**src/rab_settings.svh**
```systemverilog
/*
 * widths, slice count and configuration register map
 * of the remapping address block
 */
`ifndef RAB_SETTINGS_SVH
`define RAB_SETTINGS_SVH

`define RAB_VIRT_ADDR_WIDTH 32
`define RAB_PHYS_ADDR_WIDTH 40
`define RAB_DATA_WIDTH      64
`define RAB_BEAT_BITS       $clog2(`RAB_DATA_WIDTH/8)  // byte offset bits within a beat
`define RAB_USER_WIDTH      6                          // all ones selects bypass

`define RAB_N_SLICES        4
`define RAB_CFG_DATA_WIDTH  64
`define RAB_REGS_PER_SLICE  4

// register offsets inside one slice
`define RAB_REG_ADDR_MIN    0
`define RAB_REG_ADDR_MAX    1
`define RAB_REG_OFFSET      2
`define RAB_REG_FLAGS       3

`define RAB_FLAG_EN         0
`define RAB_FLAG_RD         1
`define RAB_FLAG_WR         2

`endif

```
**src/rab_pkg.sv**
```systemverilog
/*
 * address, burst, configuration and lookup-result types
 */
`include "rab_settings.svh"

package rab_pkg;

  typedef logic [`RAB_VIRT_ADDR_WIDTH-1:0] virt_addr_t;
  typedef logic [`RAB_PHYS_ADDR_WIDTH-1:0] phys_addr_t;

  // AXI style burst description
  typedef logic [7:0] burst_len_t;   // beats minus one
  typedef logic [2:0] burst_size_t;  // log2 of bytes per beat
  typedef logic [`RAB_USER_WIDTH-1:0] user_t;

  typedef logic [`RAB_CFG_DATA_WIDTH-1:0] cfg_word_t;
  typedef logic [$clog2(`RAB_N_SLICES*`RAB_REGS_PER_SLICE)-1:0] cfg_idx_t;

  typedef logic [`RAB_N_SLICES-1:0] slice_vec_t;  // one bit per slice
  typedef virt_addr_t [`RAB_N_SLICES-1:0] slice_virt_arr_t;
  typedef phys_addr_t [`RAB_N_SLICES-1:0] slice_phys_arr_t;

  typedef enum logic [1:0]
  {
    LOOKUP_HIT   = 2'd0,
    LOOKUP_MISS  = 2'd1,
    LOOKUP_PROT  = 2'd2,
    LOOKUP_MULTI = 2'd3
  } lookup_result_e;

endpackage

```
**src/rab_burst_range.sv**
```systemverilog
/*
 * aligned start and last byte address of the chosen burst
 */
`timescale 1ns/1ps
`include "rab_settings.svh"

module rab_burst_range
(
  input  rab_pkg::virt_addr_t  req_addr,
  input  rab_pkg::burst_len_t  req_len,
  input  rab_pkg::burst_size_t req_size,
  output rab_pkg::virt_addr_t  req_last
);

  localparam int unsigned BEAT_BITS = `RAB_BEAT_BITS;
  localparam int unsigned VA_W      = `RAB_VIRT_ADDR_WIDTH;

  logic [BEAT_BITS-1:0] beat_mask;
  rab_pkg::virt_addr_t  aligned_addr;
  rab_pkg::virt_addr_t  burst_bytes;

  always_comb
  begin
    // keep only the offset bits at or above the transfer size
    beat_mask = {BEAT_BITS{1'b1}} << req_size;

    aligned_addr = {req_addr[VA_W-1:BEAT_BITS], req_addr[BEAT_BITS-1:0] & beat_mask};

    burst_bytes = (rab_pkg::virt_addr_t'(req_len) + 1'b1) << req_size;

    // address of the last byte touched
    req_last = aligned_addr + burst_bytes - 1'b1;
  end

endmodule

```
**src/rab_core.sv**
```systemverilog
/*
 * single-port remapping address block: arbiter, burst range,
 * slice table, slice match and port state machine
 */
`timescale 1ns/1ps

module rab_core
(
  input  logic                 Clk_CI,
  input  logic                 Rst_RBI,
  input  logic                 cfg_wen,
  input  rab_pkg::cfg_idx_t    cfg_idx,
  input  rab_pkg::cfg_word_t   cfg_wdata,
  input  logic                 port1_addr_valid,
  input  rab_pkg::virt_addr_t  port1_addr,
  input  rab_pkg::burst_len_t  port1_len,
  input  rab_pkg::burst_size_t port1_size,
  input  logic                 port1_type,
  input  rab_pkg::user_t       port1_ctrl,
  input  logic                 port1_sent,
  output logic                 port1_accept,
  output logic                 port1_drop,
  output rab_pkg::phys_addr_t  port1_out_addr,
  input  logic                 port2_addr_valid,
  input  rab_pkg::virt_addr_t  port2_addr,
  input  rab_pkg::burst_len_t  port2_len,
  input  rab_pkg::burst_size_t port2_size,
  input  logic                 port2_type,
  input  rab_pkg::user_t       port2_ctrl,
  input  logic                 port2_sent,
  output logic                 port2_accept,
  output logic                 port2_drop,
  output rab_pkg::phys_addr_t  port2_out_addr,
  output logic                 int_miss,
  output logic                 int_prot,
  output logic                 int_multi
);

  logic                     sel_port1;
  logic                     served_port1;
  logic                     served_port2;
  rab_pkg::virt_addr_t      req_addr;
  rab_pkg::virt_addr_t      req_last;
  rab_pkg::burst_len_t      req_len;
  rab_pkg::burst_size_t     req_size;
  logic                     req_write;
  logic                     req_bypass;
  rab_pkg::slice_virt_arr_t slice_min;
  rab_pkg::slice_virt_arr_t slice_max;
  rab_pkg::slice_phys_arr_t slice_offset;
  rab_pkg::slice_vec_t      slice_en;
  rab_pkg::slice_vec_t      slice_rd_en;
  rab_pkg::slice_vec_t      slice_wr_en;
  rab_pkg::lookup_result_e  lookup_result;
  rab_pkg::phys_addr_t      phys_addr;
  rab_pkg::phys_addr_t      out_addr;

  rab_port_arbiter arbiter_i
  (
    .Clk_CI           (Clk_CI),
    .Rst_RBI          (Rst_RBI),
    .port1_addr_valid (port1_addr_valid),
    .port2_addr_valid (port2_addr_valid),
    .port1_addr       (port1_addr),
    .port2_addr       (port2_addr),
    .port1_len        (port1_len),
    .port2_len        (port2_len),
    .port1_size       (port1_size),
    .port2_size       (port2_size),
    .port1_type       (port1_type),
    .port2_type       (port2_type),
    .port1_ctrl       (port1_ctrl),
    .port2_ctrl       (port2_ctrl),
    .served_port1     (served_port1),
    .served_port2     (served_port2),
    .sel_port1        (sel_port1),
    .req_addr         (req_addr),
    .req_len          (req_len),
    .req_size         (req_size),
    .req_write        (req_write),
    .req_bypass       (req_bypass)
  );

  rab_burst_range range_i
  (
    .req_addr (req_addr),
    .req_len  (req_len),
    .req_size (req_size),
    .req_last (req_last)
  );

  rab_slice_cfg cfg_i
  (
    .Clk_CI       (Clk_CI),
    .Rst_RBI      (Rst_RBI),
    .cfg_wen      (cfg_wen),
    .cfg_idx      (cfg_idx),
    .cfg_wdata    (cfg_wdata),
    .slice_min    (slice_min),
    .slice_max    (slice_max),
    .slice_offset (slice_offset),
    .slice_en     (slice_en),
    .slice_rd_en  (slice_rd_en),
    .slice_wr_en  (slice_wr_en)
  );

  rab_slice_match match_i
  (
    .req_addr      (req_addr),
    .req_last      (req_last),
    .req_write     (req_write),
    .slice_min     (slice_min),
    .slice_max     (slice_max),
    .slice_offset  (slice_offset),
    .slice_en      (slice_en),
    .slice_rd_en   (slice_rd_en),
    .slice_wr_en   (slice_wr_en),
    .lookup_result (lookup_result),
    .phys_addr     (phys_addr)
  );

  rab_port_fsm fsm_i
  (
    .Clk_CI           (Clk_CI),
    .Rst_RBI          (Rst_RBI),
    .port1_addr_valid (port1_addr_valid),
    .port2_addr_valid (port2_addr_valid),
    .port1_sent       (port1_sent),
    .port2_sent       (port2_sent),
    .sel_port1        (sel_port1),
    .req_bypass       (req_bypass),
    .req_addr         (req_addr),
    .lookup_result    (lookup_result),
    .phys_addr        (phys_addr),
    .port1_accept     (port1_accept),
    .port1_drop       (port1_drop),
    .port2_accept     (port2_accept),
    .port2_drop       (port2_drop),
    .served_port1     (served_port1),
    .served_port2     (served_port2),
    .int_miss         (int_miss),
    .int_prot         (int_prot),
    .int_multi        (int_multi),
    .out_addr         (out_addr)
  );

  // one translated address shared by both masters
  assign port1_out_addr = out_addr;
  assign port2_out_addr = out_addr;

endmodule

```
**src/rab_port_arbiter.sv**
```systemverilog
/*
 * alternating-priority choice between port1 and port2,
 * multiplexing of the chosen request and bypass detection
 */
`timescale 1ns/1ps

module rab_port_arbiter
(
  input  logic                 Clk_CI,
  input  logic                 Rst_RBI,
  input  logic                 port1_addr_valid,
  input  logic                 port2_addr_valid,
  input  rab_pkg::virt_addr_t  port1_addr,
  input  rab_pkg::virt_addr_t  port2_addr,
  input  rab_pkg::burst_len_t  port1_len,
  input  rab_pkg::burst_len_t  port2_len,
  input  rab_pkg::burst_size_t port1_size,
  input  rab_pkg::burst_size_t port2_size,
  input  logic                 port1_type,
  input  logic                 port2_type,
  input  rab_pkg::user_t       port1_ctrl,
  input  rab_pkg::user_t       port2_ctrl,
  input  logic                 served_port1,
  input  logic                 served_port2,
  output logic                 sel_port1,
  output rab_pkg::virt_addr_t  req_addr,
  output rab_pkg::burst_len_t  req_len,
  output rab_pkg::burst_size_t req_size,
  output logic                 req_write,
  output logic                 req_bypass
);

  logic           prio_port1;  // port1 wins when both are valid
  rab_pkg::user_t req_ctrl;

  always_ff @(posedge Clk_CI or negedge Rst_RBI)
  begin
    if (!Rst_RBI)
      prio_port1 <= 1'b1;
    else if (served_port1)
      prio_port1 <= 1'b0;  // hand over to port2
    else if (served_port2)
      prio_port1 <= 1'b1;
  end

  // a lone valid port is always taken
  assign sel_port1 = (prio_port1 & port1_addr_valid) | ~port2_addr_valid;

  always_comb
  begin
    req_addr  = sel_port1 ? port1_addr : port2_addr;
    req_len   = sel_port1 ? port1_len  : port2_len;
    req_size  = sel_port1 ? port1_size : port2_size;
    req_write = sel_port1 ? port1_type : port2_type;
    req_ctrl  = sel_port1 ? port1_ctrl : port2_ctrl;
  end

  assign req_bypass = (req_ctrl == '1);  // untranslated access

endmodule

```
**src/rab_port_fsm.sv**
```systemverilog
/*
 * port state machine: accept or drop decision, registered output
 * address, wait for sent and interrupt pulses
 */
`timescale 1ns/1ps

module rab_port_fsm
(
  input  logic                    Clk_CI,
  input  logic                    Rst_RBI,
  input  logic                    port1_addr_valid,
  input  logic                    port2_addr_valid,
  input  logic                    port1_sent,
  input  logic                    port2_sent,
  input  logic                    sel_port1,
  input  logic                    req_bypass,
  input  rab_pkg::virt_addr_t     req_addr,
  input  rab_pkg::lookup_result_e lookup_result,
  input  rab_pkg::phys_addr_t     phys_addr,
  output logic                    port1_accept,
  output logic                    port1_drop,
  output logic                    port2_accept,
  output logic                    port2_drop,
  output logic                    served_port1,
  output logic                    served_port2,
  output logic                    int_miss,
  output logic                    int_prot,
  output logic                    int_multi,
  output rab_pkg::phys_addr_t     out_addr
);

  typedef enum logic [1:0] {IDLE, DECIDE, WAIT_SENT} state_e;

  state_e                  state_q, state_d;
  logic                    sel_port1_q;  // port under service
  logic                    accept_q;
  rab_pkg::lookup_result_e result_q;
  rab_pkg::phys_addr_t     out_addr_q;
  logic                    any_valid;
  logic                    chosen_sent;
  logic                    decide;

  assign any_valid   = port1_addr_valid | port2_addr_valid;
  assign chosen_sent = sel_port1_q ? port1_sent : port2_sent;
  assign decide      = (state_q == DECIDE);

  always_comb
  begin
    state_d = state_q;
    case (state_q)
      IDLE:      if (any_valid) state_d = DECIDE;
      DECIDE:    state_d = accept_q ? WAIT_SENT : IDLE;
      WAIT_SENT: if (chosen_sent) state_d = IDLE;  // master issued the transfer
      default:   state_d = IDLE;
    endcase
  end

  always_ff @(posedge Clk_CI or negedge Rst_RBI)
  begin
    if (!Rst_RBI)
    begin
      state_q     <= IDLE;
      sel_port1_q <= 1'b1;
      accept_q    <= 1'b0;
      result_q    <= rab_pkg::LOOKUP_MISS;
      out_addr_q  <= '0;
    end
    else
    begin
      state_q <= state_d;
      if (state_q == IDLE && any_valid)
      begin
        sel_port1_q <= sel_port1;
        accept_q    <= req_bypass || (lookup_result == rab_pkg::LOOKUP_HIT);
        result_q    <= lookup_result;
        // bypass passes the virtual address through
        out_addr_q  <= req_bypass ? rab_pkg::phys_addr_t'(req_addr) : phys_addr;
      end
    end
  end

  assign port1_accept = decide &  sel_port1_q &  accept_q;
  assign port1_drop   = decide &  sel_port1_q & ~accept_q;
  assign port2_accept = decide & ~sel_port1_q &  accept_q;
  assign port2_drop   = decide & ~sel_port1_q & ~accept_q;

  assign served_port1 = decide &  sel_port1_q;
  assign served_port2 = decide & ~sel_port1_q;

  // cause of a drop
  assign int_miss  = decide & ~accept_q & (result_q == rab_pkg::LOOKUP_MISS);
  assign int_prot  = decide & ~accept_q & (result_q == rab_pkg::LOOKUP_PROT);
  assign int_multi = decide & ~accept_q & (result_q == rab_pkg::LOOKUP_MULTI);

  assign out_addr = out_addr_q;  // held through WAIT_SENT

endmodule

```
**src/rab_slice_cfg.sv**
```systemverilog
/*
 * slice register file: bounds, offset and flags per slice,
 * written through the configuration strobe
 */
`timescale 1ns/1ps
`include "rab_settings.svh"

module rab_slice_cfg
(
  input  logic                     Clk_CI,
  input  logic                     Rst_RBI,
  input  logic                     cfg_wen,
  input  rab_pkg::cfg_idx_t        cfg_idx,
  input  rab_pkg::cfg_word_t       cfg_wdata,
  output rab_pkg::slice_virt_arr_t slice_min,
  output rab_pkg::slice_virt_arr_t slice_max,
  output rab_pkg::slice_phys_arr_t slice_offset,
  output rab_pkg::slice_vec_t      slice_en,
  output rab_pkg::slice_vec_t      slice_rd_en,
  output rab_pkg::slice_vec_t      slice_wr_en
);

  localparam int unsigned N_SLICES = `RAB_N_SLICES;
  localparam int unsigned N_REGS   = `RAB_REGS_PER_SLICE;

  // register select, index = slice * regs per slice + offset
  function automatic logic sel_reg(input int unsigned slice, input int unsigned offs);
    return cfg_wen && (cfg_idx == rab_pkg::cfg_idx_t'(slice*N_REGS + offs));
  endfunction

  // address fields, truncated to their width
  always_ff @(posedge Clk_CI)
  begin
    for (int unsigned s = 0; s < N_SLICES; s++)
    begin
      if (sel_reg(s, `RAB_REG_ADDR_MIN))
        slice_min[s] <= rab_pkg::virt_addr_t'(cfg_wdata);
      if (sel_reg(s, `RAB_REG_ADDR_MAX))
        slice_max[s] <= rab_pkg::virt_addr_t'(cfg_wdata);
      if (sel_reg(s, `RAB_REG_OFFSET))
        slice_offset[s] <= rab_pkg::phys_addr_t'(cfg_wdata);
    end
  end

  // flags register, every slice off out of reset
  always_ff @(posedge Clk_CI or negedge Rst_RBI)
  begin
    if (!Rst_RBI)
    begin
      slice_en    <= '0;
      slice_rd_en <= '0;
      slice_wr_en <= '0;
    end
    else
    begin
      for (int unsigned s = 0; s < N_SLICES; s++)
      begin
        if (sel_reg(s, `RAB_REG_FLAGS))
        begin
          slice_en[s]    <= cfg_wdata[`RAB_FLAG_EN];
          slice_rd_en[s] <= cfg_wdata[`RAB_FLAG_RD];
          slice_wr_en[s] <= cfg_wdata[`RAB_FLAG_WR];
        end
      end
    end
  end

endmodule

```
**src/rab_slice_match.sv**
```systemverilog
/*
 * range and permission check of the burst against all slices,
 * lookup result and translated physical address
 */
`timescale 1ns/1ps

module rab_slice_match
(
  input  rab_pkg::virt_addr_t      req_addr,
  input  rab_pkg::virt_addr_t      req_last,
  input  logic                     req_write,
  input  rab_pkg::slice_virt_arr_t slice_min,
  input  rab_pkg::slice_virt_arr_t slice_max,
  input  rab_pkg::slice_phys_arr_t slice_offset,
  input  rab_pkg::slice_vec_t      slice_en,
  input  rab_pkg::slice_vec_t      slice_rd_en,
  input  rab_pkg::slice_vec_t      slice_wr_en,
  output rab_pkg::lookup_result_e  lookup_result,
  output rab_pkg::phys_addr_t      phys_addr
);

  localparam int unsigned N_SLICES = $bits(rab_pkg::slice_vec_t);

  rab_pkg::slice_vec_t hit;
  rab_pkg::slice_vec_t allowed;   // needed permission per slice
  logic                multi_hit;

  always_comb
  begin
    for (int unsigned s = 0; s < N_SLICES; s++)
    begin
      // whole burst inside the slice
      hit[s] = slice_en[s] && (slice_min[s] <= req_addr) && (req_last <= slice_max[s]);
    end
  end

  assign allowed   = req_write ? slice_wr_en : slice_rd_en;
  assign multi_hit = |(hit & (hit - 1'b1));  // more than one bit set

  always_comb
  begin
    if (hit == '0)
      lookup_result = rab_pkg::LOOKUP_MISS;
    else if (multi_hit)
      lookup_result = rab_pkg::LOOKUP_MULTI;
    else if ((hit & allowed) == '0)
      lookup_result = rab_pkg::LOOKUP_PROT;
    else
      lookup_result = rab_pkg::LOOKUP_HIT;
  end

  // offset into the slice plus its physical base
  always_comb
  begin
    phys_addr = '0;
    for (int unsigned s = 0; s < N_SLICES; s++)
    begin
      if (hit[s])
        phys_addr = rab_pkg::phys_addr_t'(req_addr - slice_min[s]) + slice_offset[s];
    end
  end

endmodule

```
**config.mk**
```make
export PLATFORM = sky130hd
export DESIGN_NAME = rab_core
export DESIGN_NICKNAME = d
export VERILOG_FILES = /design/src/rab_pkg.sv /design/src/rab_burst_range.sv /design/src/rab_core.sv /design/src/rab_port_arbiter.sv /design/src/rab_port_fsm.sv /design/src/rab_slice_cfg.sv /design/src/rab_slice_match.sv
export VERILOG_INCLUDE_DIRS = /design/src /design/src/src
export SDC_FILE = /design/constraint.sdc
export NUM_CORES = 1
export LEC_CHECK = 0
export BUFFER_PORTS_ARGS = -buffer_cell sky130_fd_sc_hd__buf_4
export CAP_MARGIN = 20
export CORE_UTILIZATION = 35
export CTS_BUF_LIST = sky130_fd_sc_hd__clkbuf_16
export CTS_CLUSTER_SIZE = 40
export DETAILED_ROUTE_END_ITERATION = 8
export PLACE_DENSITY = 0.49
export SLEW_MARGIN = 10
export SYNTH_ARGS = -nofsm -noshare
export SYNTH_HDL_FRONTEND = slang
export SYNTH_HIERARCHICAL = 1
export SYNTH_SLANG_ARGS = --single-unit
export TNS_END_PERCENT = 10
```
**constraint.sdc**
```tcl
create_clock -name Clk_CI -period 15.8 [get_ports Clk_CI]
set_clock_uncertainty 0.05 [all_clocks]
set_input_delay 1.58 -clock Clk_CI [delete_from_list [all_inputs] [get_ports Clk_CI]]
set_output_delay 1.58 -clock Clk_CI [all_outputs]
set_load 0.05 [all_outputs]
```
==> impl_metrics.toml, run 1 <==
[synth]
synth_area_sq_um = 38100
synth.largest_area_cell = "edfxtp_1"
yosysSeqAreaShare = 0.366
yosys_warnings = 6
syn_inst = 3842
avgSynthCellArea_sq_um = 9.93
synth_nets = 4487
async_flop_share = 0.124
synth_ff_type = "edfxtp_1"
synth_top_area_share = 0.328
ys_seq_elements = 475
synth-edff-count = 416
yosys-top-cells-area = "edfxtp_1, ha_1, a21oi_1"
yosysUniqueCellTypes = 116

[worst_setup_path]
timing.reg2reg.setup_slack_ns = 5.66
ff2ff_path_depth = 29
r2r-start = "arbiter_i/prio_port1"
start_kind = "input port"
worstSetupPathType = "input port to flop"
critical_path_arrival_ns = 11.33
path_max_fanout = 44
cpMaxStageDelayCell = "a21boi_4"
r2r-end = "fsm_i/out_addr[31]"
slowest_delay_ns = 0.70
cpMostUsedCell = "ha_1"
end_kind = "flop"
crit_required_ns = 16.32

[floorplan]
dieHeight_um = 332
die_w_um = 332
io_pins = 262
dieArea_sq_um = 110000
rows = 120
coreArea_sq_um = 108000
initial_core_util = 0.355

[pwr]
p_switching_mw = 2.93
pwr-share-seq = 0.227
power_mw = 6.58
p_leak_nw = 18.9
ir_drop_mv = 0.0770
clock_power_share = 0.207
p_sw_frac = 0.444
powerDensity_nw_per_um2 = 152
p_int_mw = 3.66
combPwrFrac = 0.566

[place]
dp.cells = 5395
place.gp.congestion = 0.942
dp_slack_ns = 4.20
dpl_cell_area_sq_um = 41300
dp_hpwl_um = 93300
portBuffers = 237

[global_route]
met1_usage = 0.294
grt_use_met3 = 0.0233
first_global_vias = 28901
grt_antenna_before_repair = 5
grt_max_degree = 75
overflow = 0
grt_util_met2 = 0.339
top_usage_layer = "met2"
grt_usage = 0.210
grt_pass1_wl_um = 176000

[clock_network]
cts.clk_slew.worst_paths_ns = 0.06
post_cts_buffers = 0
cts.sinks = 475
cts_tree = "built"
cts_hold_buffers = 0
cts_root_buf = "clkbuf_16"
ctsHtreeMaxLevel = 2
clk_latency_ns = 0.69
clock_path_buffers = 3
post_cts_resized = 0
cts_buffers = 60

[sta]
fin_crit_ns = 10.81
relSlewSlack = 0.273
period_share = 0.684
finalMaxSlewViolations = 0
timing.setup.tns_ns = 0
finalSetupViolations = 0
tightest_slew_ns = 1.08
max_freq_mhz = 92.5
rsz0062_at_grt = "false"
holdWs_ns = 0.457
hold_viol_final = 0
setup_slack_ns = 4.99

[drt]
routedWlPerCell_um = 21.4
antenna_left = 0
drt_iter0_drc = 2034
via_per_inst = 5.37
drc = 0
dr.pass1.iters = 8
vias = 29584
wl_um = 118000

[final_layout]
multiInputGateArea_sq_um = 22100
drive_gt1_frac = 0.139
final_core_util = 0.402
regArea_sq_um = 14000
nets = 4700
instances_no_fill = 5510
final_cell_mix = "ha_1, edfxtp_1, inv_1"
area_delta_synth_final_pct = 13.2
final_area_sq_um = 43200
num-fill-cells = 10632
layout_commonest_cell = "ha_1"

[run]
maxCapViolations = 0

[run_status]
status = "finished clean"

[min_path]
hold_end = "cfg_i/slice_wr_en[1]"
hold_path.class = "flop to flop"
worstHoldStart = "cfg_i/slice_wr_en[1]"
whs_path_depth = 1
-- critical path, delay by kind of cell --
kind | cells | cell delay [ns]
buffers and inverters | 3 | 0.80
multiplexers | 3 | 1.00
adder cells (fa/ha/maj) | 4 | 1.16
AO/OA/AOI/OAI | 12 | 4.38
XOR/XNOR | 1 | 0.21
AND/OR/NAND/NOR | 7 | 2.09
-- cell families after synthesis --
logic type,synth area share
AOI/OAI and AO/OA,0.199
xor gates and xnor gates,0.0648
adders and majority gates,0.156
buffers and inverters,0.0580
DFF,0.366
muxes,0.0484
and+or+nand+nor,0.108
-- cell usage after synthesis, types with 21 or more instances --
cell type	count
nand4_1	61
nor2b_1	53
clkbuf_1	34
a211oi_1	47
o31ai_1	26
mux2_2	103
xor2_1	95
o211ai_1	25
and2_1	22
buf_4	42
nand2b_1	29
nor2_1	206
nand3_1	74
inv_1	392
and3_1	30
nand2_1	202
o21bai_1	45
nor3_1	40
mux2_4	30
a21oi_1	348
ha_1	461
o21a_1	46
xnor2_1	187
a21o_1	194
dfrtp_1	56
a31oi_1	39
o21ai_0	163
buf_2	21
edfxtp_1	416
-- worst max path at each step --
stage	start	end	slack, ns	depth (start not counted)
3_3_place_gp	port1_addr_valid	fsm_i/out_addr[31]	4.17	30
4_1_cts	port1_addr_valid	fsm_i/out_addr[31]	4.91	30
2_1_floorplan	port2_addr_valid	fsm_i/out_addr[25]	7.35	35
5_1_grt	port1_addr_valid	fsm_i/out_addr[31]	4.57	30
3_5_place_dp	port1_addr_valid	fsm_i/out_addr[31]	4.20	30
6_report	port1_addr_valid	fsm_i/out_addr[31]	4.99	30
-- power groups by stage --
stage	Sequential, mW	Clock (mW)	Combinational, mW
global route	1.51	1.43	4.09
finish	1.50	1.36	3.73
floorplan	1.63	0	2.62
CTS	1.50	1.39	3.73
detailed placement	1.52	0	3.70
global placement	1.52	0	3.68
-- metal layers --
| layer | part of all wire | wire (um) |
|---|---|---|
| met2 | 0.44 | 52400 |
| met1 | 0.49 | 57400 |
| met3 | 0.042 | 4970 |
| met4 | 0.028 | 3320 |
| met5 | 0.00021 | 25 |
-- state kept, by name, summed over array words and instances, names as in the netlist, 4 cells and up --
name	count
cfg_i/slice_max	128
cfg_i/slice_min	128
cfg_i/slice_rd_en	4
cfg_i/slice_wr_en	4
fsm_i/out_addr	40
cfg_i/slice_offset	160
cfg_i/slice_en	4
-- area by class of cell --
cell class	count	area share
multi-input cells	2859	0.511
flip-flops and latches	475	0.324
clock buffers	62	0.0359
diodes	1	0.0000580
repair buffers	266	0.0467
well taps	1403	0.0407
clock inverters	51	0.00768
inverters	393	0.0342
(Power assumes the default switching activity.)
==> run 2: changes to the inputs <==
--- a/config.mk
+++ b/config.mk
@@ -6,6 +6,7 @@
 export SDC_FILE = /design/constraint.sdc
 export NUM_CORES = 1
 export LEC_CHECK = 0
+export ABC_AREA = 1
 export BUFFER_PORTS_ARGS = -buffer_cell sky130_fd_sc_hd__buf_4
 export CAP_MARGIN = 20
 export CORE_UTILIZATION = 35
==> constraint.sdc (replaced) <==
create_clock -name Clk_CI -period 10.55 [get_ports Clk_CI]
set_clock_uncertainty 0.05 [all_clocks]
set_input_delay 1.055 -clock Clk_CI [delete_from_list [all_inputs] [get_ports Clk_CI]]
set_output_delay 1.055 -clock Clk_CI [all_outputs]
set_load 0.05 [all_outputs]
==> run 2 against run 1 <==
Final area grew 11%. Power rose by 79%. Clock-buffer cell count decreased by 1. Largest cell class unchanged. Largest power group unchanged.
==> impl_metrics.toml, run 2 <==
[drt]
routedWlPerCell_um = 22.7
vias = 39083
antenna_left = 0
via_per_inst = 5.07
wl_um = 175000
drt_iter0_drc = 3031
dr.pass1.iters = 6
drc = 0

[final_layout]
largest_reg_flops = 160
instances_no_fill = 7707
largestRegisters = "cfg_i/slice_offset x160, cfg_i/slice_max x128, cfg_i/slice_min x128"
drive_gt1_frac = 0.0835
layout_commonest_cell = "nand2_1"
top_register = "cfg_i/slice_offset"
area_delta_synth_final_pct = 13.3
final_cell_mix = "nand2_1, inv_1, nor2_1"
num-fill-cells = 12704
nets = 6676

[sta]
finalSetupViolations = 0
holdWs_ns = 0.411
max_freq_mhz = 124
hold_viol_final = 0
fin_crit_ns = 8.08
tightest_slew_ns = 1.07
rsz0062_at_grt = "false"
timing.setup.tns_ns = 0
period_share = 0.766
finalMaxSlewViolations = 0
relSlewSlack = 0.287

[synth]
synth-edff-count = 416
yosys-top-cells-area = "edfxtp_1, nand2_1, ha_1"
ys_seq_elements = 475
yosysUniqueCellTypes = 59
synth_ff_type = "edfxtp_1"
async_flop_share = 0.124
synth_top_area_share = 0.295
yosysSeqAreaShare = 0.330
synth_most_common_cell = "nand2_1"
yosys_warnings = 6
yosys-top-cells-count = "nand2_1, inv_1, nor2_1"
synth_nets = 6428
syn_inst = 5783
synth.largest_area_cell = "edfxtp_1"
synth_area_sq_um = 42300
avgSynthCellArea_sq_um = 7.32

[run]
maxCapViolations = 0

[pwr]
ir_drop_mv = 0.152
powerDensity_nw_per_um2 = 246
power_mw = 11.8
p_leak_nw = 23.3

[worst_setup_path]
worstSetupPathType = "flop to flop"
timing.reg2reg.setup_slack_ns = 2.47
r2r-end = "fsm_i/out_addr[29]"
end_kind = "flop"
r2r-start = "arbiter_i/prio_port1"
ff2ff_path_depth = 43
path_max_fanout = 46
cpMostUsedCell = "nand2_1"
crit_required_ns = 11.08
critical_path_arrival_ns = 8.61
cpMaxStageDelayCell = "nor4_1"
start_kind = "flop"
slowest_delay_ns = 0.71

[clock_network]
clk_latency_ns = 0.70
clock_path_buffers = 3
cts.clk_slew.worst_paths_ns = 0.06
ctsHtreeMaxLevel = 2
cts_buffers = 60
post_cts_resized = 0
cts_tree = "built"
cts_hold_buffers = 0
cts.sinks = 475
post_cts_buffers = 0
cts_root_buf = "clkbuf_16"

[place]
portBuffers = 237
place.gp.congestion = 0.978
dp.cells = 7580
dp_hpwl_um = 138000

[global_route]
grt_usage = 0.280
first_global_vias = 37179
grt_pass1_wl_um = 248000
overflow = 0
grt_antenna_before_repair = 13
grt_max_degree = 60

[floorplan]
die_w_um = 350
dieArea_sq_um = 122000
initial_core_util = 0.353
rows = 127
coreArea_sq_um = 120000
io_pins = 262
dieHeight_um = 350

[run_status]
status = "finished clean"

[min_path]
hold_path.class = "input port to async pin"
run 2: cell count changes in the layout (fill, tap and decap cells not counted), sizes merged, moves of 83 or more:
cell,previous run,this run
inv,408,884
nand3,75,246
a21oi,353,446
xnor2,187,104
a21o,194,42
nor2,206,550
nand2,202,1802
mux2,136,0
run 2: cell families (layout without fill, tap and decap cells):
kind of cell / after synthesis / count (layout) / share of synthesized area
AO/OA/AOI/OAI: 871 / 871 / 0.116
XOR/XNOR: 258 / 258 / 0.0534
adder cells (fa/ha/maj): 470 / 470 / 0.141
buffers and inverters: 963 / 1263 / 0.0938
flip-flops: 475 / 475 / 0.330
multiplexers: 1 / 1 / 0.000237
other: 0 / 12 / 0
AND/OR/NAND/NOR: 2745 / 2745 / 0.266
run 2: critical path: cells and delay by family, from the launching register on:
| kind | cells | cell delay (ns) |
|---|---|---|
| adders and majority gates | 4 | 1.30 |
| buffers and inverters | 6 | 1.55 |
| DFF | 1 | 0.53 |
| and+or+nand+nor | 29 | 3.55 |
| AOI/OAI and AO/OA | 4 | 0.84 |
run 2: worst max path at each step:
stage	endpoint	slack, ns	startpoint	depth (start not counted)
floorplan	fsm_i/out_addr[29]	4.65	port1_addr_valid	41
global placement	fsm_i/out_addr[29]	2.05	port1_addr_valid	35
detailed placement	fsm_i/out_addr[29]	1.94	port1_addr_valid	38
CTS	fsm_i/out_addr[29]	2.57	arbiter_i/prio_port1	40
global route	fsm_i/out_addr[29]	1.87	arbiter_i/prio_port1	47
finish	fsm_i/out_addr[29]	2.47	arbiter_i/prio_port1	43
run 2: metal layers:
metal,share of wire,vias up,wire [um],track usage
met5,0,-,0,0
met4,0.051,0,8930,0.128
met3,0.050,235,8680,0.0316
met2,0.45,1129,79300,0.461
met1,0.45,18285,77800,0.367
li1,-,19434,-,-
run 2: cell type report:
cell class / count / area (sq um) / share of cell area
diodes: 12 / 30.0 / 0.000626
clock buffers: 61 / 1530 / 0.0318
clock inverters: 53 / 523 / 0.0109
inverters: 870 / 3270 / 0.0681
multi-input cells: 4345 / 24500 / 0.510
flip-flops and latches: 475 / 14000 / 0.291
well taps: 1612 / 2020 / 0.0421
repair buffers: 279 / 2150 / 0.0448
run 2: report_power, final:
part | switching [mW] | leakage [nW] | internal, mW | total, mW
clock network | 0.921 | 1.00 | 1.23 | 2.15
logic | 5.11 | 17.8 | 2.30 | 7.41
registers | 0.0743 | 4.53 | 2.15 | 2.23
total | 6.10 | 23.3 | 5.68 | 11.8
run 2: through the flow:
step | setup slack [ns] | instance area (sq um) | util
3_3_place_gp | 2.05 | 45800 | 0.382
4_1_cts | 2.57 | 47900 | 0.399
6_report | 2.47 | 48000 | 0.400
3_5_place_dp | 1.94 | 45900 | 0.382
5_1_grt | 1.87 | 47900 | 0.399
2_1_floorplan | 4.65 | 42300 | -
